**config.mk**
```make
export PLATFORM = sky130hd
export DESIGN_NAME = btb_tag_hash
export DESIGN_NICKNAME = d
export VERILOG_FILES = /design/src/verilog/btb_pkg.sv /design/src/verilog/btb_tag_hash.sv
export SDC_FILE = /design/constraint.sdc
export NUM_CORES = 1
export LEC_CHECK = 0
export ABC_AREA = 1
export CAP_MARGIN = 20
export CELL_PAD_IN_SITES_DETAIL_PLACEMENT = 0
export CELL_PAD_IN_SITES_GLOBAL_PLACEMENT = 1
export CORE_AREA = 2 2 40 42
export DETAILED_ROUTE_END_ITERATION = 8
export DIE_AREA = 0 0 42 44
export DONT_BUFFER_PORTS = 1
export GPL_TIMING_DRIVEN = 0
export PLACE_DENSITY = 0.63
export RECOVER_POWER = 25
export SLEW_MARGIN = 10
export SYNTH_ARGS = -nofsm -noshare
export SYNTH_HDL_FRONTEND = slang
export SYNTH_SLANG_ARGS = --single-unit
```
**constraint.sdc**
```tcl
create_clock -name vclk -period 0.8
set_input_delay 0 -clock vclk [all_inputs]
set_output_delay 0 -clock vclk [all_outputs]
set_load 0.1 [all_outputs]
```
**src/verilog/btb_pkg.sv**
```systemverilog
package btb_pkg;

    // ------------------------------------------------------------
    // geometry

    // halfword instruction slots per fetch block
    localparam int BTB_SLOTS = 8;
    localparam int BTB_SLOT_WIDTH = 3;

    localparam int BTB_SETS = 64;
    localparam int BTB_INDEX_WIDTH = 6;

    // ------------------------------------------------------------
    // field widths

    localparam int BTB_TAG_WIDTH = 10;
    localparam int BTB_PRED_INFO_WIDTH = 8;
    localparam int BTB_TARGET_WIDTH = 32;
    localparam int BTB_ASID_WIDTH = 9;

    // pc bit positions, halfword aligned
    localparam int BTB_SLOT_LSB = 1;
    localparam int BTB_INDEX_LSB = BTB_SLOT_LSB + BTB_SLOT_WIDTH;
    localparam int BTB_TAG_LSB = BTB_INDEX_LSB + BTB_INDEX_WIDTH;

    // ------------------------------------------------------------
    // types

    typedef logic [31:0] pc_t;
    typedef logic [BTB_ASID_WIDTH-1:0] asid_t;

    typedef logic [BTB_INDEX_WIDTH-1:0] btb_index_t;
    typedef logic [BTB_SLOT_WIDTH-1:0] btb_slot_t;
    typedef logic [BTB_TAG_WIDTH-1:0] btb_tag_t;

    typedef logic [BTB_PRED_INFO_WIDTH-1:0] pred_info_t;
    typedef logic [BTB_TARGET_WIDTH-1:0] btb_target_t;

    // one bit per instruction slot
    typedef logic [BTB_SLOTS-1:0] slot_mask_t;

endpackage

```
**src/verilog/btb_tag_hash.sv**
```systemverilog
`timescale 1ns/1ps

module btb_tag_hash (
    input btb_pkg::pc_t pc,
    input btb_pkg::asid_t asid,
    output btb_pkg::btb_tag_t tag
);

    import btb_pkg::*;

    btb_tag_t pc_low_field;
    btb_tag_t pc_high_field;
    btb_tag_t asid_field;

    // two pc fields right above the set index
    assign pc_low_field = pc[BTB_TAG_LSB +: BTB_TAG_WIDTH];
    assign pc_high_field = pc[BTB_TAG_LSB+BTB_TAG_WIDTH +: BTB_TAG_WIDTH];

    // asid is one bit narrower than the tag
    assign asid_field = BTB_TAG_WIDTH'(asid);

    // fold everything together
    assign tag = pc_low_field ^ pc_high_field ^ asid_field;

endmodule

```
==> results.toml, run 1 <==
[run_status]
status = "complete, no violations"

[pwr]
leakage_nw = 0.307
internal_power_w = 0.0000680
vdd_drop_max_uv = 310
p_clk_frac = 0
switching_share = 0.870
p_sw_w = 0.000454
power_frac_seq = 0
pwr_density_cell_mw_per_mm2 = 1360
combPwrFrac = 1.000

[drt]
drtIter0Drc = 5
highest_layer = "met3"
viasPerCell = 4.18
dr.pass1.iters = 3
met1Wirelength_um = 231
vias = 410
dr_wl_met2_um = 357
drcViolationCount = 0
met3_length_um = 98
ant_nets = 0
wl_um = 687
wl_per_cell_um = 7.01

[placed_design]
place_hpwl_um = 676
placed_cell_area_um2 = 385
io_buffer_count = 0
dp_slack_ns = 0.183
gp_congestion = 0.611

[clock_network]
cts_hold_buffers = 0
cts.repair.resized = 0
postCtsSetupBuffers = 0

[sta]
fmax_mhz = 1630
period_needed_ns = 0.614
drv_slew = 0
post-route-period-util = 0.768
hold_ws_ns = 0.198
worst_pin_slew_ns = 0.704
grt_setup_unrepaired = "no"
setup_viol = 0
setup-tns-final_ns = 0
final_hold_viol_count = 0
slew_headroom = 0.530
layout_setup_ws_ns = 0.186

[cells_and_area]
antenna_cells = 0
final_cell_mix = "nand2_1, inv_1, nand3_1, nand2_2, xor2_4"
clkbuf_count = 0
layout.nets = 125
final_common_cell = "nand2_1"
seq_cells = 0
syn2layout_area_growth_pct = 18.9
fin_util = 0.272
design_area_um2 = 385
regArea_um2 = 0
drive_gt1_frac = 0.122

[synth]
syn_area_um2 = 324
yosysWarnings = 0
yosysSeqAreaShare = 0
synth_nets = 123
netlist.top_cell.by_area = "nand2_1"
synth_area_leaders = "nand2_1, inv_1, nand3_1, xor2_1"
synthCells = 82
synth_cell_types = 4
syn_avg_cell_area_um2 = 3.95
synth_top_area_frac = 0.521

[die]
core_area_mm2 = 0.00142
placementRows = 14
dieArea_mm2 = 0.00185
initial_utilization = 0.228
ioPinCount = 51
die_h_um = 44
die_w_um = 42

[global_routing]
grt_pass1_vias = 366
overflow = 0
grt_pass1_wl_mm = 1.11
grt_antenna_before_repair = 0
grt_max_degree = 3
grt_usage = 0.0711

[min_path]
hold_path_class = "in2out"

[critical_path]
cp-start-kind = "input port"
critPathMaxFanout = 2
worst_ep_arrival_time_ns = 0.61
cp.required_ns = 0.80
crit_type = "in2out"
worstSetupEndpointType = "output port"

[job]
cap_violations = 0
[layout make-up]
cell class	count	area, um^2
Fill cell	169	1030
Multi-Input combinational cell	55	264
Inverter	27	101
Tap cell	16	20.0
[routing by layer]
layer / up-vias / global-route usage
met5: - / 0
met4: 0 / 0
met3: 0 / 0.00833
met2: 23 / 0.169
met1: 159 / 0.0644
li1: 228 / -
[synth_stat cells (all sizes together)]
cell	number
xor2	1
inv	27
nand2	45
nand3	9
[critical path, stage by stage]
cell and delay [ns]:
inv_1 0.03, nand2_1 0.06, nand2_1 0.07, nand2_1 0.06
nand2_2 0.40
[final timing paths]
path	startpoint	to	slack, ns	depth (start not counted)
min	pc[19]	tag[9]	0.20	1
max	pc[14]	tag[4]	0.19	5
[metrics by stage]
stage / instances / total power, W
final: 98 / 0.000522
after floorplan: 82 / 0.000509
after global placement: 98 / 0.000521
after global routing: 98 / 0.000549
after detailed placement: 98 / 0.000526
after CTS: 98 / 0.000526
[power by group through the flow]
stage | logic [W] | clock network [W] | registers (W)
final | 0.000522 | 0 | 0
after global routing | 0.000549 | 0 | 0
after CTS | 0.000526 | 0 | 0
after detailed placement | 0.000526 | 0 | 0
after global placement | 0.000521 | 0 | 0
after floorplan | 0.000509 | 0 | 0
[logic make-up after synthesis]
group         Yosys count  share of synthesized area
buf+inv                27                      0.313
simple gates           54                      0.660
xor+xnor                1                     0.0270
Note: power is estimated with default switching activity, not from simulation.
==> inputs of run 2 (changes only) <==
--- a/config.mk
+++ b/config.mk
@@ -5,16 +5,16 @@
 export SDC_FILE = /design/constraint.sdc
 export NUM_CORES = 1
 export LEC_CHECK = 0
-export ABC_AREA = 1
+export ABC_AREA = 0
 export CAP_MARGIN = 20
 export CELL_PAD_IN_SITES_DETAIL_PLACEMENT = 0
 export CELL_PAD_IN_SITES_GLOBAL_PLACEMENT = 1
-export CORE_AREA = 2 2 40 42
+export CORE_AREA = 2 2 39 41
 export DETAILED_ROUTE_END_ITERATION = 8
-export DIE_AREA = 0 0 42 44
+export DIE_AREA = 0 0 41 43
 export DONT_BUFFER_PORTS = 1
 export GPL_TIMING_DRIVEN = 0
-export PLACE_DENSITY = 0.63
+export PLACE_DENSITY = 0.44
 export RECOVER_POWER = 25
 export SLEW_MARGIN = 10
 export SYNTH_ARGS = -nofsm -noshare
==> run 2 against run 1 <==
  * Via count shrank 78%
  * Setup slack got worse by 0.14 ns
  * Power grew 42%
  * Die area fell by 4.6%
  * Maximum frequency down 18%
  * Cell area down 29%
  * Non-clock buffer count unchanged
  * Worst hold slack improved by 0.0012 ns
  * First-iteration DRC count shrank 100%
  * Area after synthesis shrank 31%
  * Largest cell class unchanged
  * Global-route usage decreased by 3.2 points
  * Critical path type unchanged
==> results.toml, run 2 <==
[placed_design]
place_inst = 26
dp_slack_ns = -0.0937
gp_congestion = 0.506
io_buffer_count = 0

[cells_and_area]
stdcell_count = 26
antenna_cells = 0
final_cell_mix = "xor3_2, xor2_4"
fill_cells = 141
layout.nets = 53
multi_input_area_um2 = 253
seq_cells = 0
fin_util = 0.197
final_common_cell = "xor3_2"
regArea_um2 = 0
drive_gt1_frac = 1.00
syn2layout_area_growth_pct = 22.5
clkbuf_count = 0

[critical_path]
critPathMaxFanout = 1
path_delay_family = "XOR/XNOR gates"
worstSetupEndpointType = "output port"
cp.required_ns = 0.80
path_buf_inv = 0
cp-start-kind = "input port"
path_cells = "xor3_2"
worst_ep_arrival_time_ns = 0.75
cp_slowest_cell = "xor3_2"
crit_type = "in2out"
max_stage_delay_ns = 0.75

[sta]
fmax_mhz = 1330
period_needed_ns = 0.751
final_hold_viol_count = 0
slew_headroom = 0.527
grt_setup_unrepaired = "no"
drv_slew = 0
setup_viol = 0
worst_pin_slew_ns = 0.708
post-route-period-util = 0.938
layout_setup_ws_ns = 0.0492

[drt]
drcViolationCount = 0
wl_per_cell_um = 17.8
drtIter0Drc = 0
ant_nets = 0
viasPerCell = 3.54
wl_um = 464
dr.pass1.iters = 1
vias = 92

[die]
dieArea_mm2 = 0.00176
ioPinCount = 51
placementRows = 14
core_area_mm2 = 0.00138
die_h_um = 43
initial_utilization = 0.161
die_w_um = 41

[pwr]
power_frac_seq = 0
p_sw_w = 0.000596
total_power_w = 0.000741
internal_power_w = 0.000145
switching_share = 0.805
vdd_drop_max_uv = 705
p_clk_frac = 0
pwr_density_cell_mw_per_mm2 = 2710
leakage_nw = 0.149
combPwrFrac = 1.000

[synth]
syn_area_um2 = 223
netlist.top_cell.by_area = "xor3_1"
yosysSeqAreaShare = 0
synth_cell_types = 2
synth_nets = 51
synthCells = 10
synth_area_leaders = "xor3_1, xor2_1"
synth_top_area_frac = 0.961
synthTopCellsByCount = "xor3_1, xor2_1"
synthMostInstantiatedCell = "xor3_1"
yosysWarnings = 0
syn_avg_cell_area_um2 = 22.3

[global_routing]
grt_max_degree = 2
grt_antenna_before_repair = 0
grt_pass1_wl_um = 531
grt_pass1_vias = 134
grt_usage = 0.0394
overflow = 0

[min_path]
hold_path_class = "in2out"

[job]
cap_violations = 0

[clock_network]
postCtsSetupBuffers = 0
cts_hold_buffers = 0

[run_status]
status = "complete, no violations"
==> run 2: changes by cell type in the layout (fill, tap and decap cells not counted) <==
cell / change
nand3_1: -9
nand2_2: -9
inv_1: -27
nand2_1: -36
xor3_2: +9
==> run 2: per-stage QoR <==
stage	area [um^2]	hold WS, ns	TNS [ns]
floorplan	241	0.314	-0.0878
global placement	262	0.317	-0.101
detailed placement	262	0.316	-0.0937
CTS	273	0.199	0
global route	273	0.203	0
finish	273	0.200	0
==> run 2: power groups by stage <==
stage | Sequential [W] | Combinational (W) | Clock (W)
after floorplan | 0 | 0.000728 | 0
after global placement | 0 | 0.000740 | 0
after detailed placement | 0 | 0.000740 | 0
after CTS | 0 | 0.000744 | 0
after global routing | 0 | 0.000749 | 0
final | 0 | 0.000741 | 0
==> run 2: final timing paths <==
check / startpoint / endpoint / slack (ns) / cells past startpoint
min: pc[19] / tag[9] / 0.20 / 1
max: pc[20] / tag[0] / 0.05 / 1
==> run 2: cell families after synthesis <==
kind of cell / Yosys count / share of synthesized area
xor gates and xnor gates: 10 / 1.00
==> run 2: repair_timing <==
action,CTS,global route
endpoints found under the setup margin,1,0
hold endpoints to repair,0,0
resized for setup,1,0
==> run 2: cell type report <==
cell class | count | share of cell area
Multi-Input combinational cell | 10 | 0.927
Tap cell | 16 | 0.0734
==> run 2: routing by layer <==
layer | share of wire | track usage | vias to the layer above | routed length [um]
met5 | 0 | 0 | - | 0
met4 | 0 | 0 | 0 | 0
met3 | 0.20 | 0 | 0 | 91
met2 | 0.65 | 0.100 | 15 | 301
met1 | 0.15 | 0.0230 | 39 | 71
li1 | - | - | 38 | -
