[src/verilog/btb_pkg.sv]
package btb_pkg;

    // ------------------------------------------------------------
    // geometry

    // halfword instruction slots per fetch block
    localparam int BTB_SLOTS = 8;
    localparam int BTB_SLOT_WIDTH = 3;

    localparam int BTB_SETS = 64;
    localparam int BTB_INDEX_WIDTH = 6;

    // ------------------------------------------------------------
    // field widths

    localparam int BTB_TAG_WIDTH = 10;
    localparam int BTB_PRED_INFO_WIDTH = 8;
    localparam int BTB_TARGET_WIDTH = 32;
    localparam int BTB_ASID_WIDTH = 9;

    // pc bit positions, halfword aligned
    localparam int BTB_SLOT_LSB = 1;
    localparam int BTB_INDEX_LSB = BTB_SLOT_LSB + BTB_SLOT_WIDTH;
    localparam int BTB_TAG_LSB = BTB_INDEX_LSB + BTB_INDEX_WIDTH;

    // ------------------------------------------------------------
    // types

    typedef logic [31:0] pc_t;
    typedef logic [BTB_ASID_WIDTH-1:0] asid_t;

    typedef logic [BTB_INDEX_WIDTH-1:0] btb_index_t;
    typedef logic [BTB_SLOT_WIDTH-1:0] btb_slot_t;
    typedef logic [BTB_TAG_WIDTH-1:0] btb_tag_t;

    typedef logic [BTB_PRED_INFO_WIDTH-1:0] pred_info_t;
    typedef logic [BTB_TARGET_WIDTH-1:0] btb_target_t;

    // one bit per instruction slot
    typedef logic [BTB_SLOTS-1:0] slot_mask_t;

endpackage

[src/verilog/btb_tag_hash.sv]
`timescale 1ns/1ps

module btb_tag_hash (
    input btb_pkg::pc_t pc,
    input btb_pkg::asid_t asid,
    output btb_pkg::btb_tag_t tag
);

    import btb_pkg::*;

    btb_tag_t pc_low_field;
    btb_tag_t pc_high_field;
    btb_tag_t asid_field;

    // two pc fields right above the set index
    assign pc_low_field = pc[BTB_TAG_LSB +: BTB_TAG_WIDTH];
    assign pc_high_field = pc[BTB_TAG_LSB+BTB_TAG_WIDTH +: BTB_TAG_WIDTH];

    // asid is one bit narrower than the tag
    assign asid_field = BTB_TAG_WIDTH'(asid);

    // fold everything together
    assign tag = pc_low_field ^ pc_high_field ^ asid_field;

endmodule

[src/verilog/btb_update_ctrl.sv]
`timescale 1ns/1ps

module btb_update_ctrl (
    // update request
    input logic update_valid,
    input btb_pkg::pc_t update_pc,
    input btb_pkg::asid_t update_asid,
    input btb_pkg::pred_info_t update_pred_info,
    input logic update_pred_lru,
    input btb_pkg::btb_target_t update_target,

    // way bank writes
    output logic wen0,
    output logic wen1,
    output btb_pkg::btb_index_t windex,
    output btb_pkg::btb_slot_t wslot,
    output btb_pkg::btb_tag_t wtag,
    output btb_pkg::pred_info_t wpred_info,
    output btb_pkg::btb_target_t wtarget,

    // lru write
    output logic lru_wen,
    output logic lru_value
);

    import btb_pkg::*;

    // split the pc into set and slot
    assign windex = update_pc[BTB_INDEX_LSB +: BTB_INDEX_WIDTH];
    assign wslot = update_pc[BTB_SLOT_LSB +: BTB_SLOT_WIDTH];

    // same hash as the lookup side
    btb_tag_hash update_hash (
        .pc(update_pc),
        .asid(update_asid),
        .tag(wtag)
    );

    assign wpred_info = update_pred_info;
    assign wtarget = update_target;

    // lru bit names the way to replace
    assign wen0 = update_valid & ~update_pred_lru;
    assign wen1 = update_valid & update_pred_lru;

    // next victim is the other way
    assign lru_wen = update_valid;
    assign lru_value = ~update_pred_lru;

endmodule

[config.mk]
export PLATFORM = sky130hd
export DESIGN_NAME = btb_update_ctrl
export DESIGN_NICKNAME = d
export VERILOG_FILES = /design/src/verilog/btb_pkg.sv /design/src/verilog/btb_tag_hash.sv /design/src/verilog/btb_update_ctrl.sv
export SDC_FILE = /design/constraint.sdc
export NUM_CORES = 1
export LEC_CHECK = 0
export ABC_CLOCK_PERIOD_IN_PS = 900
export BUFFER_PORTS_ARGS = -buffer_cell sky130_fd_sc_hd__buf_2
export CAP_MARGIN = 20
export CORE_AREA = 2 2 56 58
export DETAILED_ROUTE_END_ITERATION = 6
export DIE_AREA = 0 0 58 60
export MAX_ROUTING_LAYER = met4
export PLACE_DENSITY = 0.87
export SLEW_MARGIN = 20
export SYNTH_ARGS = -nofsm -noshare
export SYNTH_HDL_FRONTEND = slang
export SYNTH_HIERARCHICAL = 1
export SYNTH_SLANG_ARGS = --single-unit
[constraint.sdc]
create_clock -name vclk -period 0.9
set_input_delay 0.09 -clock vclk [all_inputs]
set_output_delay 0.09 -clock vclk [all_outputs]
set_load 0.005 [all_outputs]
==> impl_metrics.csv, run 1 <==
group,metric,value,unit
die,dieHeight,60,um
timing,fin_setup_tns,0,ns
timing,post-route-min-period,0.7803,ns
detailed_routing,ant_nets,0,
clocking,cts_hold_buf,0,
yosys,ys_seq_area_share,0,%
yosys,synth_cell_types,6,
placed_design,placedInstanceArea,505.5,sq um
layout,stdcell_count,91,
die,dieArea,3480,sq um
job,max-cap-violations,0,
timing,timing.final.ws_setup,0.1197,ns
power,power_density,546.5,nW/um^2
setup_path,cpMostUsedCell,"buf_2",
placed_design,portBuffers,45,
detailed_routing,firstDrtPassIters,2,
layout,clkbuf_count,0,
clocking,postCtsSetupBuffers,0,
power,peakVddDrop,183.4,uV
layout,drive_above_1_share,77.59,%
global_routing,grt_overflow,0,
timing,max_freq,1282,MHz
layout,final_cell_mix,"45 x buf_2, 9 x xor3_1",
timing,rsz0062_at_grt,"false",
placed_design,post-place-ws,0.1068,ns
die,ios,146,
die,die_w,58,um
timing,fin_worst_hold_slack,0.1800,ns
timing,hold_viol,0,
setup_path,critPathCapture,"wtag[1]",
timing,worst_pin_slew,0.1003,ns
setup_path,cp_max_fo,1,
yosys,syn_avg_cell_area,9.751,sq um
layout,fin_util,17.41,%
setup_path,cp_slowest_stage_delay,0.38,ns
worst_hold_path,hold_class,"input pin to primary output",
global_routing,grt_pass1_wl,1.511,mm
timing,slew_headroom,93.29,%
setup_path,endpoint_kind,"primary output",
detailed_routing,drt_iter0_drc,1,
layout,area_growth,-17.72,%
setup_path,worst_setup_path_start_kind,"input pin",
clocking,ctsResizeCount,0,
yosys,syn-cell-area,614.3,sq um
detailed_routing,drcViolationCount,0,
setup_path,path_cells,"buf_2 -> xor3_1 -> buf_2",
timing,setup_viol,0,
placed_design,dp_cells,91,
power,power,0.2763,mW
layout,layout.nets,143,
die,rows,20,
global_routing,grt_antenna_before_repair,0,
detailed_routing,vias,367,
layout,fin_area,505.5,sq um
die,initial_core_util,21.16,%
setup_path,crit_type,"input pin to primary output",
timing,finalCritPeriodShare,86.70,%
setup_path,arrival,0.69,ns
global_routing,track_usage,5.773,%
setup_path,cpMaxStageDelayCell,"xor3_1",
setup_path,required,0.81,ns
yosys,syn-instance-count,63,
layout,num_antenna_cells,0,
detailed_routing,viasPerCell,4.033,
yosys,synth_warnings,6,
die,coreArea,2903,sq um
layout,seq_cells,0,
detailed_routing,routedWlPerCell,13.13,um
detailed_routing,drt_wl_total,1.195,mm
outcome,outcome,"finished, final reports clean",
placed_design,place_congestion,0.7170,
yosys,synth_nets,146,
setup_path,startpoint,"update_pc[21]",
global_routing,grt_pass1_vias,353,
layout,final_common_cell,"buf_2",
timing,slew_viol_final,0,
global_routing,grt_max_degree,4,
layout,ff_latch_area,0,sq um
power,cellLeakagePower,0.3301,nW
## synth_stat cells
master   count  area share [%]
xor2_1       1             1.4
and2_1       1             1.0
inv_1        1            0.61
nor2b_1      1             1.0
buf_4       50              61
xor3_1       9              35
## final cells by class
cell class | instances | area [sq um]
Fill cell | 339 | 2397
Inverter | 1 | 3.754
Multi-Input combinational cell | 12 | 235.2
Tap cell | 33 | 41.29
Timing Repair Buffer | 45 | 225.2
## routing by layer
layer,GRT usage [%],wire length (um)
met3,5.411,318
met1,4.031,317
met2,8.604,460
met4,4.983,99
met5,-,0
## cell families (layout without fill, tap and decap cells)
group | count (synthesis) | count (layout) | share of synthesized area (%)
AND/OR/NAND/NOR | 2 | 2 | 2.038
XOR/XNOR | 10 | 10 | 36.25
buffers and inverters | 51 | 46 | 61.71
## critical path: cells and delay by family
kind / cells / cell delay (ns)
buffers and inverters: 2 / 0.22
XOR/XNOR: 1 / 0.38
## report_power, final
part	switching [mW]	internal, mW
Sequential	0	0
Clock	0	0
Combinational	0.0782	0.198
## worst min path at each step
stage / from / to / slack, ns / depth (start not counted)
2_1_floorplan: update_pred_lru / lru_value / 0.21 / 1
3_5_place_dp: update_target[10] / wtarget[10] / 0.18 / 0
5_1_grt: update_target[19] / wtarget[19] / 0.18 / 0
3_3_place_gp: update_target[10] / wtarget[10] / 0.18 / 0
6_report: update_pc[7] / windex[3] / 0.18 / 0
4_1_cts: update_target[10] / wtarget[10] / 0.18 / 0
Note: power is estimated with default switching activity, not from simulation.
==> run 2: changes to the inputs <==
--- a/config.mk
+++ b/config.mk
@@ -8,11 +8,11 @@
 export ABC_CLOCK_PERIOD_IN_PS = 900
 export BUFFER_PORTS_ARGS = -buffer_cell sky130_fd_sc_hd__buf_2
 export CAP_MARGIN = 20
-export CORE_AREA = 2 2 56 58
+export CELL_PAD_IN_SITES_DETAIL_PLACEMENT = 1
+export CELL_PAD_IN_SITES_GLOBAL_PLACEMENT = 1
+export CORE_UTILIZATION = 13
 export DETAILED_ROUTE_END_ITERATION = 6
-export DIE_AREA = 0 0 58 60
-export MAX_ROUTING_LAYER = met4
-export PLACE_DENSITY = 0.87
+export PLACE_DENSITY = 0.95
 export SLEW_MARGIN = 20
 export SYNTH_ARGS = -nofsm -noshare
 export SYNTH_HDL_FRONTEND = slang
==> run 2 against run 1 <==
  * The run now ends with DRC left
  * Hold slack stayed put
  * Die area is 44% higher
  * Critical path depth stayed put
  * Combinational power is 1% higher
  * Clock-buffer cell count stayed put
  * Flip-flop and latch count stayed put
  * Global-route usage is 1.8 points lower
  * First-iteration DRC count grew to 15 times the previous value
  * Highest routed layer unchanged
==> impl_metrics.csv, run 2 (same netlist as run 1, synthesis figures left out) <==
group,metric,value,unit
outcome,outcome,"complete, but fails checks",
outcome,violations,"DRC",
timing,slew_headroom,92.51,%
die,die_w,70.75,um
die,coreArea,4444,sq um
global_routing,track_usage,3.949,%
layout,layout.nets,143,
clocking,ctsResizeCount,0,
global_routing,grt_overflow,0,
global_routing,grt_antenna_before_repair,0,
global_routing,grt_pass1_vias,369,
timing,rsz0062_at_grt,"false",
die,dieArea,5005,sq um
setup_path,cp_slowest_stage_delay,0.38,ns
setup_path,path_cells,"buf_2 -> xor3_1 -> buf_2",
global_routing,grt_pass1_wl,1.587,mm
detailed_routing,firstDrtPassIters,5,
power,swShare,29.17,%
clocking,cts_hold_buf,0,
detailed_routing,routedWlPerCell,11.21,um
setup_path,worst_setup_path_start_kind,"input pin",
placed_design,portBuffers,45,
setup_path,cp.buffers_inverters,2,
setup_path,cp_max_fo,1,
timing,fin_setup_tns,0,ns
layout,fin_area,529.3,sq um
die,dieHeight,70.75,um
placed_design,placedInstanceArea,529.3,sq um
setup_path,arrival,0.69,ns
layout,num_antenna_cells,0,
detailed_routing,drt_wl_total,1.233,mm
die,ios,146,
die,rows,24,
timing,setup_viol,0,
setup_path,crit_type,"input pin to primary output",
detailed_routing,ant_nets,0,
worst_hold_path,hold_class,"input pin to primary output",
layout,final_cell_mix,"45 x buf_2, 9 x xor3_1",
setup_path,cpMostUsedCell,"buf_2",
placed_design,dp_cells,110,
power,pwr-share-seq,0,%
timing,slew_viol_final,0,
clocking,postCtsSetupBuffers,0,
timing,hold_viol,0,
power,combPwrFrac,100.0,%
detailed_routing,drcViolationCount,15,
timing,finalCritPeriodShare,86.94,%
timing,worst_pin_slew,0.1120,ns
layout,ff_latch_area,0,sq um
die,initial_core_util,13.82,%
job,max-cap-violations,0,
layout,final_common_cell,"buf_2",
layout,fillers,536,
timing,max_freq,1278,MHz
power,p_int,0.1981,mW
detailed_routing,viasPerCell,3.191,
setup_path,required,0.81,ns
detailed_routing,vias,351,
layout,seq_cells,0,
setup_path,endpoint_kind,"primary output",
layout,clkbuf_count,0,
power,clock_power_share,0,%
layout,fin_util,11.91,%
layout,stdcell_count,110,
setup_path,cpMaxStageDelayCell,"xor3_1",
layout,drive_above_1_share,77.59,%
timing,post-route-min-period,0.7825,ns
power,cellLeakagePower,0.3301,nW
placed_design,place_congestion,0.5097,
power,power,0.2797,mW
layout,area_growth,-13.85,%
detailed_routing,drt_iter0_drc,15,
power,peakVddDrop,81.38,uV
power,power_density,528.5,nW/um^2
setup_path,crit_family,"XOR/XNOR gates",
global_routing,grt_max_degree,4,
power,p_switching,0.08159,mW
-- run 2: power groups by stage --
| stage | logic (mW) | clock network, mW | registers [mW] |
|---|---|---|---|
| after floorplan | 0.315 | 0 | 0 |
| after global placement | 0.279 | 0 | 0 |
| after detailed placement | 0.285 | 0 | 0 |
| after global routing | 0.302 | 0 | 0 |
| final | 0.280 | 0 | 0 |
| after CTS | 0.286 | 0 | 0 |
-- run 2: stage by stage --
stage               hold WS (ns)  setup WS, ns
global route              0.1800       0.07854
detailed placement        0.1800        0.1113
CTS                       0.1800        0.1094
global placement          0.1800        0.1270
floorplan                 0.2065        0.3329
finish                    0.1800        0.1175
-- run 2: final timing paths --
check                               start       endpoint  slack, ns  cells after the start
worst min-delay path  update_pred_info[7]  wpred_info[7]       0.18                      0
worst max-delay path        update_pc[26]        wtag[6]       0.12                      3
-- run 2: layout make-up --
type	instances	area (sq um)	area share (%)
multi-input combinational	12	235.2	44.44
tap	52	65.06	12.29
inverter	1	3.754	0.7092
timing repair buffer	45	225.2	42.55
-- run 2: per-layer routing --
metal / wire length [um] / vias up / share of wire (%) / GRT usage [%]
met4: 50 / 0 / 4.1 / 1.778
met2: 532 / 55 / 43 / 6.838
li1: - / 137 / - / -
met3: 290 / 8 / 24 / 2.849
met1: 360 / 151 / 29 / 3.460
met5: 0 / - / 0 / 0
==> run 3: changes to the inputs <==
--- a/config.mk
+++ b/config.mk
@@ -12,7 +12,7 @@
 export CELL_PAD_IN_SITES_GLOBAL_PLACEMENT = 1
 export CORE_UTILIZATION = 13
 export DETAILED_ROUTE_END_ITERATION = 6
-export PLACE_DENSITY = 0.95
+export PLACE_DENSITY_LB_ADDON = 0.1
 export SLEW_MARGIN = 20
 export SYNTH_ARGS = -nofsm -noshare
 export SYNTH_HDL_FRONTEND = slang
==> run 3 against run 2 <==
  * The flow still finishes with violations (DRC)
  * Flip-flop and latch count unchanged
  * Critical endpoint is now wtag[8]
  * Critical path depth unchanged
  * Combinational power about the same
  * Total power about the same
  * Largest cell class unchanged
  * Fmax increased by 0.98%
  * Via count decreased by 4.3%
  * Hold slack unchanged
  * First-iteration DRC count increased by 33%
  * Sequential share of layout area unchanged
==> impl_metrics.csv, run 3 (same netlist as run 1, synthesis figures left out) <==
group,metric,value,unit
power,power_density,528.7,nW/um^2
layout,drive_above_1_share,77.59,%
layout,clkbuf_count,0,
clocking,postCtsSetupBuffers,0,
worst_hold_path,hold_class,"input pin to primary output",
timing,hold_viol,0,
timing,setup_viol,0,
setup_path,cpMostUsedCell,"buf_2",
power,pwr-share-seq,0,%
die,initial_core_util,13.82,%
global_routing,grt_pass1_wl,1.607,mm
layout,seq_cells,0,
setup_path,path_cells,"buf_2 -> xor3_1 -> buf_2",
layout,area_growth,-13.85,%
timing,slew_viol_final,0,
placed_design,portBuffers,45,
setup_path,required,0.81,ns
layout,final_common_cell,"buf_2",
setup_path,arrival,0.68,ns
setup_path,cp_max_fo,1,
global_routing,track_usage,3.829,%
detailed_routing,ant_nets,0,
global_routing,grtUsageMet3,3.134,%
power,p_int,0.1982,mW
global_routing,use_met1,3.287,%
die,rows,24,
setup_path,cpMaxStageDelayCell,"xor3_1",
timing,worst_pin_slew,0.09968,ns
power,clock_power_share,0,%
die,ios,146,
setup_path,crit_type,"input pin to primary output",
timing,finalCritPeriodShare,86.10,%
timing,rsz0062_at_grt,"false",
die,dieHeight,70.75,um
placed_design,place_congestion,0.4972,
clocking,cts_hold_buf,0,
setup_path,endpoint_kind,"primary output",
global_routing,grt_overflow,0,
timing,post-route-min-period,0.7749,ns
detailed_routing,drcViolationCount,16,
timing,slew_headroom,93.33,%
detailed_routing,viasPerCell,3.055,
layout,ff_latch_area,0,sq um
die,die_w,70.75,um
die,coreArea,4444,sq um
setup_path,worst_setup_path_start_kind,"input pin",
outcome,violations,"DRC",
global_routing,grt_antenna_before_repair,0,
global_routing,grt_max_degree,4,
power,peakVddDrop,72.17,uV
power,combPwrFrac,100.0,%
setup_path,cp_slowest_stage_delay,0.38,ns
layout,layout.nets,143,
detailed_routing,vias,336,
placed_design,post-place-ws,0.1212,ns
detailed_routing,drt_iter0_drc,20,
global_routing,grt_pass1_vias,315,
timing,timing.final.ws_setup,0.1251,ns
job,max-cap-violations,0,
layout,final_cell_mix,"45 x buf_2, 9 x xor3_1",
layout,num_antenna_cells,0,
detailed_routing,firstDrtPassIters,6,
timing,fin_setup_tns,0,ns
die,dieArea,5005,sq um
power,cellLeakagePower,0.3301,nW
setup_path,startpoint,"update_pc[28]",
outcome,outcome,"complete, but fails checks",
placed_design,dp_hpwl,1.055,mm
power,p_switching,0.08162,mW
clocking,ctsResizeCount,0,
detailed_routing,drt_wl_total,1.149,mm
worst_hold_path,worstHoldStart,"update_pred_info[7]",
detailed_routing,routedWlPerCell,10.45,um
power,swShare,29.17,%
global_routing,grtUsageMet2,6.303,%
timing,max_freq,1291,MHz
global_routing,busiest_layer,"met2",
## run 3: worst paths after layout
path	end	slack [ns]	cells after the start
worst max-delay path	wtag[8]	0.13	3
worst min-delay path	wpred_info[7]	0.18	0
## run 3: critical path, delay by kind of cell
kind	cells	cell delay, ns
xor gates and xnor gates	1	0.38
buffers and inverters	2	0.22
## run 3: stage by stage
stage	power (mW)	util, %	hold WS (ns)	area [sq um]	cells
floorplan	0.3151	-	0.2065	614.3	63
global placement	0.2812	11.91	0.1800	529.3	110
detailed placement	0.2857	11.91	0.1800	529.3	110
CTS	0.2870	11.91	0.1800	529.3	110
global route	0.3033	11.91	0.1800	529.3	110
finish	0.2798	11.91	0.1800	529.3	110
## run 3: area by class of cell
cell class | count | area (sq um)
timing repair buffer | 45 | 225.2
tap | 52 | 65.06
fill | 535 | 3915
multi-input combinational | 12 | 235.2
inverter | 1 | 3.754
## run 3: power by group through the flow
stage               sequential, mW  combinational (mW)  clock [mW]
finish                           0               0.280           0
global route                     0               0.303           0
CTS                              0               0.287           0
detailed placement               0               0.286           0
global placement                 0               0.281           0
floorplan                        0               0.315           0
## run 3: routing by layer
metal | part of all wire [%] | vias up | wire length [um]
met2 | 46 | 56 | 526
li1 | - | 137 | -
met1 | 25 | 135 | 290
met4 | 3.0 | 0 | 35
met5 | 0 | - | 0
met3 | 26 | 8 | 296
