**config.mk**
```make
export PLATFORM = sky130hd
export DESIGN_NAME = btb_way_select_flat
export DESIGN_NICKNAME = d
export VERILOG_FILES = /design/src/verilog/btb_pkg.sv /design/src/verilog/btb_way_if.sv /design/src/verilog/btb_way_select.sv /design/src/flat_wrapper.sv
export SDC_FILE = /design/constraint.sdc
export NUM_CORES = 1
export LEC_CHECK = 0
export BUFFER_PORTS_ARGS = -buffer_cell sky130_fd_sc_hd__buf_2
export CORE_AREA = 5 5 464 466
export DETAILED_ROUTE_END_ITERATION = 10
export DIE_AREA = 0 0 469 471
export PLACE_DENSITY_LB_ADDON = 0.12
export SLEW_MARGIN = 20
export SYNTH_ARGS = -nofsm -noshare
export SYNTH_HDL_FRONTEND = slang
export SYNTH_SLANG_ARGS = --single-unit
```
**constraint.sdc**
```tcl
create_clock -name CLK -period 2.3 [get_ports CLK]
set_clock_uncertainty 0.05 [all_clocks]
set_input_delay 0.115 -clock CLK [delete_from_list [all_inputs] [get_ports CLK]]
set_output_delay 0.115 -clock CLK [all_outputs]
set_load 0.01 [all_outputs]
```
**src/verilog/btb_pkg.sv**
```systemverilog
package btb_pkg;

    // ------------------------------------------------------------
    // geometry

    // halfword instruction slots per fetch block
    localparam int BTB_SLOTS = 8;
    localparam int BTB_SLOT_WIDTH = 3;

    localparam int BTB_SETS = 64;
    localparam int BTB_INDEX_WIDTH = 6;

    // ------------------------------------------------------------
    // field widths

    localparam int BTB_TAG_WIDTH = 10;
    localparam int BTB_PRED_INFO_WIDTH = 8;
    localparam int BTB_TARGET_WIDTH = 32;
    localparam int BTB_ASID_WIDTH = 9;

    // pc bit positions, halfword aligned
    localparam int BTB_SLOT_LSB = 1;
    localparam int BTB_INDEX_LSB = BTB_SLOT_LSB + BTB_SLOT_WIDTH;
    localparam int BTB_TAG_LSB = BTB_INDEX_LSB + BTB_INDEX_WIDTH;

    // ------------------------------------------------------------
    // types

    typedef logic [31:0] pc_t;
    typedef logic [BTB_ASID_WIDTH-1:0] asid_t;

    typedef logic [BTB_INDEX_WIDTH-1:0] btb_index_t;
    typedef logic [BTB_SLOT_WIDTH-1:0] btb_slot_t;
    typedef logic [BTB_TAG_WIDTH-1:0] btb_tag_t;

    typedef logic [BTB_PRED_INFO_WIDTH-1:0] pred_info_t;
    typedef logic [BTB_TARGET_WIDTH-1:0] btb_target_t;

    // one bit per instruction slot
    typedef logic [BTB_SLOTS-1:0] slot_mask_t;

endpackage

```
**src/verilog/btb_way_if.sv**
```systemverilog
`timescale 1ns/1ps

// one way's set row as seen after the registered read
interface btb_way_if;

    import btb_pkg::*;

    // per-slot valid bits
    slot_mask_t valid;

    // per-slot stored fields
    btb_tag_t [BTB_SLOTS-1:0] tag;
    pred_info_t [BTB_SLOTS-1:0] pred_info;
    btb_target_t [BTB_SLOTS-1:0] target;

    // storage side
    modport bank (
        output valid,
        output tag,
        output pred_info,
        output target
    );

    // compare / select side
    modport sel (
        input valid,
        input tag,
        input pred_info,
        input target
    );

endinterface

```
**src/verilog/btb_way_select.sv**
```systemverilog
`timescale 1ns/1ps

module btb_way_select (
    input logic CLK,
    input logic nRST,

    // lookup request
    input logic valid_req,
    input btb_pkg::btb_index_t rindex,
    input btb_pkg::btb_tag_t tag_req,

    // registered way rows
    btb_way_if.sel way0,
    btb_way_if.sel way1,

    // lru write
    input logic lru_wen,
    input btb_pkg::btb_index_t windex,
    input btb_pkg::btb_slot_t wslot,
    input logic lru_value,

    // response
    output logic resp_valid,
    output btb_pkg::slot_mask_t hit,
    output btb_pkg::pred_info_t [btb_pkg::BTB_SLOTS-1:0] pred_info,
    output btb_pkg::slot_mask_t lru,
    output btb_pkg::btb_target_t [btb_pkg::BTB_SLOTS-1:0] target
);

    import btb_pkg::*;

    slot_mask_t [BTB_SETS-1:0] lru_mem;
    slot_mask_t lru_row;
    btb_tag_t tag_resp;
    slot_mask_t match0;
    slot_mask_t match1;

    // ------------------------------------------------------------
    // lru memory and request registers

    always_ff @(posedge CLK, negedge nRST) begin
        if (~nRST) begin
            lru_mem <= '0;
            lru_row <= '0;
            resp_valid <= 1'b0;
        end else begin
            resp_valid <= valid_req;
            // read sees the old row on a same-set write
            if (valid_req) begin
                lru_row <= lru_mem[rindex];
            end
            if (lru_wen) begin
                lru_mem[windex][wslot] <= lru_value;
            end
        end
    end

    always_ff @(posedge CLK) begin
        if (valid_req) begin
            tag_resp <= tag_req;
        end
    end

    // ------------------------------------------------------------
    // per-slot compare and select

    always_comb begin
        for (int i = 0; i < BTB_SLOTS; i++) begin
            match0[i] = way0.valid[i] && (way0.tag[i] == tag_resp);
            match1[i] = way1.valid[i] && (way1.tag[i] == tag_resp);
            hit[i] = match0[i] | match1[i];

            if (match0[i]) begin
                // way 0 wins ties
                pred_info[i] = way0.pred_info[i];
                target[i] = way0.target[i];
                lru[i] = 1'b0;
            end else if (match1[i]) begin
                pred_info[i] = way1.pred_info[i];
                target[i] = way1.target[i];
                lru[i] = 1'b1;
            end else begin
                // miss, way 0 fields and stored victim
                pred_info[i] = way0.pred_info[i];
                target[i] = way0.target[i];
                lru[i] = lru_row[i];
            end
        end
    end

endmodule

```
**src/flat_wrapper.sv**
```systemverilog
// flat-port wrapper written by rule: the top's interface ports become plain ports
module btb_way_select_flat import btb_pkg::*;
  (CLK, nRST, valid_req, rindex, tag_req, lru_wen, windex, wslot, lru_value, resp_valid, hit, pred_info, lru, target, way0_valid, way0_tag, way0_pred_info, way0_target, way1_valid, way1_tag, way1_pred_info, way1_target);
  btb_way_if way0_i ();
  btb_way_if way1_i ();
  input logic CLK;
  input logic nRST;
  input logic valid_req;
  input btb_pkg::btb_index_t rindex;
  input btb_pkg::btb_tag_t tag_req;
  input logic lru_wen;
  input btb_pkg::btb_index_t windex;
  input btb_pkg::btb_slot_t wslot;
  input logic lru_value;
  output logic resp_valid;
  output btb_pkg::slot_mask_t hit;
  output btb_pkg::pred_info_t [btb_pkg::BTB_SLOTS-1:0] pred_info;
  output btb_pkg::slot_mask_t lru;
  output btb_pkg::btb_target_t [btb_pkg::BTB_SLOTS-1:0] target;
  input wire logic [$bits(way0_i.valid)-1:0] way0_valid;
  input wire logic [$bits(way0_i.tag)-1:0] way0_tag;
  input wire logic [$bits(way0_i.pred_info)-1:0] way0_pred_info;
  input wire logic [$bits(way0_i.target)-1:0] way0_target;
  input wire logic [$bits(way1_i.valid)-1:0] way1_valid;
  input wire logic [$bits(way1_i.tag)-1:0] way1_tag;
  input wire logic [$bits(way1_i.pred_info)-1:0] way1_pred_info;
  input wire logic [$bits(way1_i.target)-1:0] way1_target;
  assign way0_i.valid = way0_valid;
  assign way0_i.tag = way0_tag;
  assign way0_i.pred_info = way0_pred_info;
  assign way0_i.target = way0_target;
  assign way1_i.valid = way1_valid;
  assign way1_i.tag = way1_tag;
  assign way1_i.pred_info = way1_pred_info;
  assign way1_i.target = way1_target;
  btb_way_select u_core (.CLK(CLK), .nRST(nRST), .valid_req(valid_req), .rindex(rindex), .tag_req(tag_req), .way0(way0_i), .way1(way1_i), .lru_wen(lru_wen), .windex(windex), .wslot(wslot), .lru_value(lru_value), .resp_valid(resp_valid), .hit(hit), .pred_info(pred_info), .lru(lru), .target(target));
endmodule
```
==> results.cfg, run 1 <==
[clocking]
cts_made_buffers = 74
cts_buffer_depth = 3
cts.clk_slew.worst_paths_ns = 0.06
cts_tree = built
insertion_delay_ns = 0.65
clock_sinks = 531
cts-htree-levels = 3
cts-root-buf = clkbuf_16

[sta]
post-route-period-util = 1.51
worst_pin_slew_ns = 0.800
slew-limit-headroom = 0.467
finalMaxSlewViolations = 0
setup_ws_ns = -1.18
rsz0062_at_grt = yes
post-route-min-period_ns = 3.48
fmax_mhz = 287
hold_violations = 0
setup_viol = 337

[yosys]
synth.avg_cell_area_um2 = 10.8
synth_nets = 3926
yosysMostFrequentCell = dfrtp_1
ys_types = 39
ys.flop_type = dfrtp_1
ys_seq_area_frac = 0.401
synth_top_area_cell = dfrtp_1
synth_area_leaders = dfrtp_1 (39%), mux2_2 (13%), mux2_4 (9.0%)
async_flop_share = 0.981
synth_area_um2 = 33200
post_synth_inst_count = 3080
yosys_warnings = 0
synth_commonest_cells = dfrtp_1 (521), nand2_1 (442), mux2_2 (373), nand3_1 (286), o21ai_0 (256)
synth_seq_cells = 531
synth_edf_count = 10
synth_top_cell_area_share = 0.392

[pwr]
peakVddDrop_uv = 501
power.total_w = 0.0284
power_density_nw_per_um2 = 554
power_leakage_nw = 25.1

[worst_hold_path]
hold_class = primary input to flop

[grt]
grt-ovfl-total = 0
grt.total_usage = 0.299
grt_pass1_wl_um = 418000
grt_pass1_vias = 33300
grt_max_degree = 97
antenna_found_initial = 287

[worst_setup_path]
worstPathRequired_ns = 2.13
r2r-start = u_core.lru_mem[430]
r2r_cells = 8
cp_max_fo = 7
endpoint_kind = primary output
critPathSlowestCell = mux2_2
r2r-end = u_core.lru_row[6]
r2r_slack_ns = -0.12
crit_path_end = pred_info[56]
setup.worst_path.start = u_core.tag_resp[6]
start_kind = flop
path_class = flop to primary output
cpPeakStageDelay_ns = 0.42
cp.arrival_ns = 3.32
cp_cell_sequence = buf_6, buf_12, xnor2_1, nand4_1, buf_4, o31ai_4, buf_4, buf_6, buf_12, mux2_2, buf_2

[die]
start_util = 0.158
design.core.area_um2 = 211000
ioPinCount = 1183
die_w_um = 469
die-area_um2 = 221000
fp-row-count = 169
die_y_um = 471

[outcome]
violations = setup timing
status = finished with violations

[layout]
drive_gt1_frac = 0.558
utilization = 0.244
fin_nets = 5368
fin_cells = 7487
syn_to_final_growth_pct = 54.6

[drt]
drt_wl_total_um = 344000
drtPass1Iterations = 5
vias = 34900
postRouteAntennaNets = 0
avgViaCountPerCell = 4.66
drcViolationCount = 0
initialDrtViolationCount = 3884
avgRoutedWirePerCell_um = 45.9

[place]
place.port_buffers = 1182
place.gp.congestion = 1.04
dpl.hpwl_um = 292000
placed_cells = 7171

[flow_run]
max-cap-violations = 0
==> registers in the layout, summed over array words and instances (netlist names) <==
register and count:
u_core.lru_mem 512, u_core.tag_resp 10, u_core.lru_row 8, u_core.resp_valid 1
==> routing by layer <==
layer,track usage,vias to the layer above,routed length [µm]
li1,-,14000,-
met1,0.454,18300,167000
met2,0.430,2032,142000
met3,0.0607,525,25200
met4,0.0686,26,9430
met5,0,-,177
==> cells in the final DEF, fill, tap and decap left out, drive strengths merged, types with 10 or more instances in the layout <==
cell	netlist	layout
mux2	608	608
nand2	442	442
nand4	33	33
nand3	286	286
o221ai	16	16
dfrtp	521	521
mux2i	40	40
nor2	205	205
buf	106	1608
a22oi	16	16
inv	8	15
clkbuf	155	120
dlygate4sd3	0	13
edfxtp	10	10
mux4	120	120
o21ai	256	256
diode	0	88
nor3	22	22
xnor2	160	160
==> metrics by stage <==
step	worst slack [ns]	cell area, µm²	hold WS (ns)	setup TNS (ns)
CTS	-1.22	50300	0.0334	-377.09
detailed placement	-1.20	44900	0.0292	-230.28
finish	-1.18	51400	0.0757	-358.86
floorplan	0.0782	33200	-0.231	0
global placement	-1.25	44900	0.0268	-230.90
global route	-1.22	51200	0.101	-377.27
==> layout make-up <==
type	count	area (µm²)
Clock buffer	114	2220
Multi-Input combinational cell	2280	19400
Inverter	8	30.0
Sequential cell	531	13300
Timing Repair Buffer	1627	12500
Fill cell	22900	159000
Tap cell	2821	3530
Antenna cell	88	220
Clock inverter	18	200
==> report_power, final <==
group / leakage (nW) / switching [W] / internal [W] / total, W
sequential: 7.32 / 0.000158 / 0.00964 / 0.00980
combinational: 16.6 / 0.00420 / 0.00258 / 0.00678
clock: 1.20 / 0.00487 / 0.00699 / 0.0119
==> repair_timing <==
item | 4_1_cts | 5_1_grt
gates resized for setup | 409 | 149
endpoints found under the hold margin | 583 | 0
setup buffers | 47 | 19
endpoints found under the setup margin | 337 | 339
hold buffers | 14 | 0
pin swaps | 31 | 26
gates cloned | 26 | 6
==> logic make-up (layout without fill, tap and decap cells) <==
kind of cell / Yosys count / count (layout) / synth area share
AO/OA/AOI/OAI: 314 / 314 / 0.0520
XOR/XNOR: 160 / 160 / 0.0440
buffers and inverters: 269 / 1767 / 0.0444
flip-flops: 531 / 531 / 0.401
multiplexers: 768 / 768 / 0.322
other: 0 / 88 / 0
AND/OR/NAND/NOR: 1038 / 1038 / 0.136
==> worst max-delay path, delay by kind of cell, from the launching register on <==
kind | cells | cell delay, ns
compound gates | 1 | 0.29
xor+xnor | 1 | 0.18
buf+inv | 7 | 1.14
flops | 1 | 0.40
mux | 1 | 0.42
simple gates | 1 | 0.21
==> worst min-delay path by stage <==
stage / start / slack, ns / to / depth (start not counted)
after floorplan: nRST / -0.23 / u_core.lru_mem[0] / 0
after global placement: nRST / 0.03 / u_core.lru_mem[333] / 1
after detailed placement: nRST / 0.03 / u_core.lru_mem[333] / 1
after CTS: rindex[3] / 0.03 / u_core.lru_row[2] / 4
after global routing: rindex[3] / 0.10 / u_core.lru_row[4] / 4
final: rindex[3] / 0.08 / u_core.lru_row[6] / 4
Power figures use the tool's default switching activity.
==> run 2: changes to the inputs <==
--- a/config.mk
+++ b/config.mk
@@ -5,10 +5,12 @@
 export SDC_FILE = /design/constraint.sdc
 export NUM_CORES = 1
 export LEC_CHECK = 0
-export BUFFER_PORTS_ARGS = -buffer_cell sky130_fd_sc_hd__buf_2
-export CORE_AREA = 5 5 464 466
+export BUFFER_PORTS_ARGS = -buffer_cell sky130_fd_sc_hd__clkbuf_2
+export CELL_PAD_IN_SITES_DETAIL_PLACEMENT = 2
+export CELL_PAD_IN_SITES_GLOBAL_PLACEMENT = 2
+export CORE_AREA = 5 5 456 458
 export DETAILED_ROUTE_END_ITERATION = 10
-export DIE_AREA = 0 0 469 471
+export DIE_AREA = 0 0 461 463
 export PLACE_DENSITY_LB_ADDON = 0.12
 export SLEW_MARGIN = 20
 export SYNTH_ARGS = -nofsm -noshare
==> run 2 against run 1 <==
The run still ends with setup timing left. Global-route usage down 0.28 points. Fmax down 3.6%. Worst hold slack worse by 0.0086 ns. Cell area down 1.4%. Final cell count down 2.4%. Combinational power down 5.5%. Clock power down 6%. Setup slack worse by 0.13 ns. Total power down 3.5%. Register-to-register slack better by 0.25 ns. Highest routed layer unchanged. Die area down 3.4%.
==> results.cfg, run 2 (same netlist as run 1, synthesis figures left out) <==
[die]
ioPinCount = 1183
die_w_um = 461
die-area_um2 = 213000
fp-row-count = 166
die_y_um = 463
start_util = 0.163
design.core.area_um2 = 204000

[worst_setup_path]
path_class = flop to primary output
cp.arrival_ns = 3.45
endpoint_kind = primary output
cp_cell_sequence = buf_6, buf_12, buf_12, buf_8, xnor2_4, nand4_1, nor3_2, buf_4, o31ai_4, buf_12, buf_12, buf_4, mux2_4, buf_6
cpPeakStageDelay_ns = 0.38
critical_path.most_common_cell = buf_12
critPathSlowestCell = edfxtp_1
worstPathRequired_ns = 2.13
cp_max_fo = 8
start_kind = flop

[sta]
fmax_mhz = 277
finalMaxSlewViolations = 0
hold_violations = 0
final.setup.tns_ns = -389.36
rsz0062_at_grt = yes
setup_ws_ns = -1.31
slew-limit-headroom = 0.378
post-route-period-util = 1.57
setup_viol = 336
worst_pin_slew_ns = 0.929
post-route-min-period_ns = 3.61

[drt]
avgRoutedWirePerCell_um = 45.0
drtPass1Iterations = 4
avgViaCountPerCell = 4.65
vias = 34000
initialDrtViolationCount = 2513
drcViolationCount = 0
drt_wl_total_um = 329000
postRouteAntennaNets = 0

[clocking]
cts-htree-levels = 3
clock_sinks = 531
insertion_delay_ns = 0.66
cts-root-buf = clkbuf_16
cts.clk_slew.worst_paths_ns = 0.06
cts_buffer_depth = 3
cts_made_buffers = 71
cts_tree = built

[grt]
antenna_found_initial = 238
grt-ovfl-total = 0
busiest_layer = met2
grt_pass1_vias = 34600
grtUsageMet1 = 0.432
grt.total_usage = 0.296
grt_pass1_wl_um = 409000
met2_usage = 0.436
met3_usage = 0.0738
grt_max_degree = 86

[layout]
drive_gt1_frac = 0.554
fin_cells = 7309
fillCellCount = 22700
mostFrequentLayoutCells = clkbuf_2 (977), dfrtp_1 (521), nand2_1 (439)
largest_reg_flops = 512
syn_to_final_growth_pct = 52.5
layout_commonest_cell = clkbuf_2
reg_top3 = u_core.lru_mem x512, u_core.tag_resp x10, u_core.lru_row x8
fin_nets = 5362
top_register = u_core.lru_mem
utilization = 0.249

[pwr]
peakVddDrop_uv = 502
power_leakage_nw = 25.1
power_density_nw_per_um2 = 542

[place]
dpl.hpwl_um = 281000
place.port_buffers = 1182
placed_cells = 7047
place_ws_ns = -1.18
place.gp.congestion = 1.07

[flow_run]
max-cap-violations = 0

[worst_hold_path]
hold_class = primary input to flop

[outcome]
status = finished with violations
violations = setup timing
==> run 2: changes by cell type in the layout (fill, tap and decap cells not counted), sizes merged <==
| cell | before | now |
|---|---|---|
| bufinv | 3 | 1 |
| inv | 15 | 10 |
| dlygate4sd3 | 13 | 14 |
| buf | 1608 | 616 |
| diode | 88 | 56 |
| clkbuf | 120 | 1103 |
| clkinv | 8 | 10 |
==> run 2: routing by layer <==
layer | vias up | routed length (µm)
met5 | - | 148
met4 | 22 | 8220
met3 | 416 | 21600
met2 | 1415 | 140000
met1 | 18200 | 159000
li1 | 13900 | -
==> run 2: timing repair <==
| item | 4_1_cts | 5_1_grt |
|---|---|---|
| buffers inserted | 26 | 27 |
| hold endpoints to repair | 539 | 0 |
| hold buffers | 14 | 0 |
| endpoints found under the setup margin | 336 | 336 |
| pin swaps | 26 | 16 |
| gates cloned | 5 | 16 |
| gates resized for setup | 168 | 640 |
==> run 2: power breakdown <==
part           leakage (nW)  switching, W  internal [W]
registers              7.32      0.000155       0.00964
clock network          1.11       0.00477       0.00648
logic                  16.6       0.00384       0.00257
==> run 2: path summary, 6_finish.rpt <==
check,depth (start not counted),slack (ns),to,startpoint
max,14,-1.31,target[218],u_core.tag_resp[6]
min,5,0.07,u_core.lru_mem[470],wslot[2]
max reg2reg,6,0.13,u_core.lru_row[2],u_core.lru_mem[418]
min reg2reg,1,0.45,u_core.lru_mem[267],u_core.lru_mem[267]
max in group asynchronous,3,0.74,u_core.lru_mem[115],nRST
min in group asynchronous,3,0.14,u_core.lru_mem[91],nRST
==> run 2: layout make-up <==
class / count / area, µm² / share of cell area
flip-flops and latches: 531 / 13300 / 0.263
diodes: 56 / 140 / 0.00277
multi-input cells: 2280 / 19200 / 0.380
inverters: 8 / 30.0 / 0.000593
clock inverters: 13 / 109 / 0.00215
repair buffers: 1624 / 12300 / 0.243
clock buffers: 109 / 2130 / 0.0421
well taps: 2688 / 3360 / 0.0664
==> run 2: worst max-delay path, delay by kind of cell, from the launching register on <==
family | cells | cell delay (ns)
buffers and inverters | 9 | 1.39
DFF | 1 | 0.38
muxes | 1 | 0.35
and+or+nand+nor | 2 | 0.34
xor gates and xnor gates | 1 | 0.17
AOI/OAI and AO/OA | 1 | 0.11
==> run 2: per-stage QoR <==
stage	power (W)	area, µm²	hold WS [ns]
after global placement	0.0157	45000	-0.0228
final	0.0274	50700	0.0671
after global routing	0.0284	50600	0.0710
after detailed placement	0.0157	45000	-0.0221
after CTS	0.0274	48400	0.0370
after floorplan	0.0119	33200	-0.231
==> run 3: changes to the inputs <==
--- a/config.mk
+++ b/config.mk
@@ -12,6 +12,7 @@
 export DETAILED_ROUTE_END_ITERATION = 10
 export DIE_AREA = 0 0 461 463
 export PLACE_DENSITY_LB_ADDON = 0.12
+export SKIP_CTS_REPAIR_TIMING = 1
 export SLEW_MARGIN = 20
 export SYNTH_ARGS = -nofsm -noshare
 export SYNTH_HDL_FRONTEND = slang
==> run 3 against run 2 <==
The flow still finishes with violations (setup timing). Via count about the same. Critical endpoint is now pred_info[8]. Non-clock buffer count fell by 34. Register-to-register slack improved by 0.02 ns. Largest power group unchanged. Cell area is 4.0% lower. Fmax is 1.2% lower. Critical path depth decreased by 5. Sequential share of layout area increased by 1.1 points. Worst hold slack improved by 0.0013 ns. Global-route usage decreased by 0.16 points. First-iteration DRC count increased by 15%.
==> results.cfg, run 3 (same netlist as run 1, synthesis figures left out) <==
[outcome]
status = finished with violations
violations = setup timing

[layout]
fin_area_um2 = 48700
largest_reg_flops = 512
mostFrequentLayoutCells = clkbuf_2 (1104), dfrtp_1 (521), nand2_1 (439)
syn_to_final_growth_pct = 46.5
fin_nets = 5328
reg_top3 = u_core.lru_mem x512, u_core.tag_resp x10, u_core.lru_row x8
layout_commonest_cell = clkbuf_2
drive_gt1_frac = 0.544
fin_cells = 7283
top_register = u_core.lru_mem

[place]
place.port_buffers = 1182
dpl_cell_area_um2 = 45000
placed_cells = 7047
dpl.hpwl_um = 281000
place.gp.congestion = 1.07

[die]
die-area_um2 = 213000
start_util = 0.163
fp-row-count = 166
design.core.area_um2 = 204000
die_y_um = 463
die_w_um = 461
ioPinCount = 1183

[clocking]
cts.clk_slew.worst_paths_ns = 0.06
cts_buffer_depth = 3
cts-root-buf = clkbuf_16
cts_tree = built
cts_made_buffers = 71
cts-htree-levels = 3
insertion_delay_ns = 0.66
clock_sinks = 531

[grt]
grt_pass1_wl_um = 406000
antenna_found_initial = 243
grt_max_degree = 86
grt_pass1_vias = 34200
met3_usage = 0.0632
met2_usage = 0.435
grt-ovfl-total = 0
busiest_layer = met1
grt.total_usage = 0.295
grtUsageMet1 = 0.437

[sta]
finalMaxSlewViolations = 0
hold_violations = 0
final.setup.tns_ns = -408.43
slew-limit-headroom = 0.356
setup_ws_ns = -1.36
post-route-min-period_ns = 3.66
worst_pin_slew_ns = 0.963
post-route-period-util = 1.59
rsz0062_at_grt = yes
setup_viol = 336
fmax_mhz = 273

[drt]
drtPass1Iterations = 5
postRouteAntennaNets = 0
avgRoutedWirePerCell_um = 44.9
vias = 34000
drcViolationCount = 0
avgViaCountPerCell = 4.67
initialDrtViolationCount = 2889
drt_wl_total_um = 327000

[worst_setup_path]
cpPeakStageDelay_ns = 0.54
start_kind = flop
critPathSlowestCell = or4_4
cp.arrival_ns = 3.49
path_class = flop to primary output
endpoint_kind = primary output
cp_cell_sequence = buf_6, buf_12, xnor2_2, nand4_1, buf_6, or4_4, buf_12, mux2_4, clkbuf_2
cp_max_fo = 21
worstPathRequired_ns = 2.13

[pwr]
power_frac_comb = 0.224
clkPwrFrac = 0.415
p_int_w = 0.0184
switching_share = 0.320
power_frac_seq = 0.362
power_leakage_nw = 24.1
peakVddDrop_uv = 506
netSwitchingPower_w = 0.00868
power_density_nw_per_um2 = 557

[flow_run]
max-cap-violations = 0

[worst_hold_path]
hold_class = primary input to flop
-- run 3: final timing paths --
| path | slack, ns | cells after the start | start | end |
|---|---|---|---|---|
| worst min register to register | 0.45 | 1 | u_core.lru_mem[295] | u_core.lru_mem[295] |
| worst max register to register | 0.15 | 7 | u_core.lru_mem[424] | u_core.lru_row[0] |
| min in group asynchronous | 0.14 | 3 | nRST | u_core.lru_mem[222] |
| worst max-delay path | -1.36 | 9 | u_core.tag_resp[4] | pred_info[8] |
| worst min-delay path | 0.07 | 5 | wslot[2] | u_core.lru_mem[470] |
| max in group asynchronous | 0.69 | 3 | nRST | u_core.lru_mem[115] |
-- run 3: stage by stage --
stage               utilization  worst slack [ns]  power [W]  hold slack (ns)
finish                    0.239             -1.36     0.0271           0.0684
global route              0.239             -1.39     0.0280           0.0716
CTS                       0.232             -1.91     0.0272           -0.757
detailed placement        0.221             -1.18     0.0157          -0.0221
global placement          0.221             -1.17     0.0157          -0.0228
floorplan                     -            0.0782     0.0119           -0.231
-- run 3: final cells by class --
| cell class | instances | area (µm²) |
|---|---|---|
| diodes | 64 | 160 |
| clock buffers | 109 | 2130 |
| clock inverters | 13 | 109 |
| fillers | 22900 | 155000 |
| inverters | 8 | 30.0 |
| multi-input cells | 2280 | 18900 |
| flip-flops and latches | 531 | 13300 |
| well taps | 2688 | 3360 |
| repair buffers | 1590 | 10700 |
-- run 3: critical path: cells and delay by family (launching register included) --
kind	cells	cell delay, ns
xor gates and xnor gates	1	0.14
buffers and inverters	5	1.00
DFF	1	0.53
muxes	1	0.30
and+or+nand+nor	2	0.83
-- run 3: routing by layer --
metal	up-vias	routed length [µm]	share of wire
met1	18200	159000	0.49
met5	-	103	0.00032
met4	16	8480	0.026
met2	1542	138000	0.42
li1	13800	-	-
met3	434	21300	0.065
-- run 3: power groups by stage --
stage                     Sequential, W  Combinational [W]  Clock, W
final                           0.00980            0.00607    0.0112
after floorplan                 0.00989            0.00199         0
after CTS                       0.00980            0.00576    0.0116
after global routing            0.00982            0.00626    0.0119
after detailed placement        0.00997            0.00575         0
after global placement          0.00996            0.00576         0
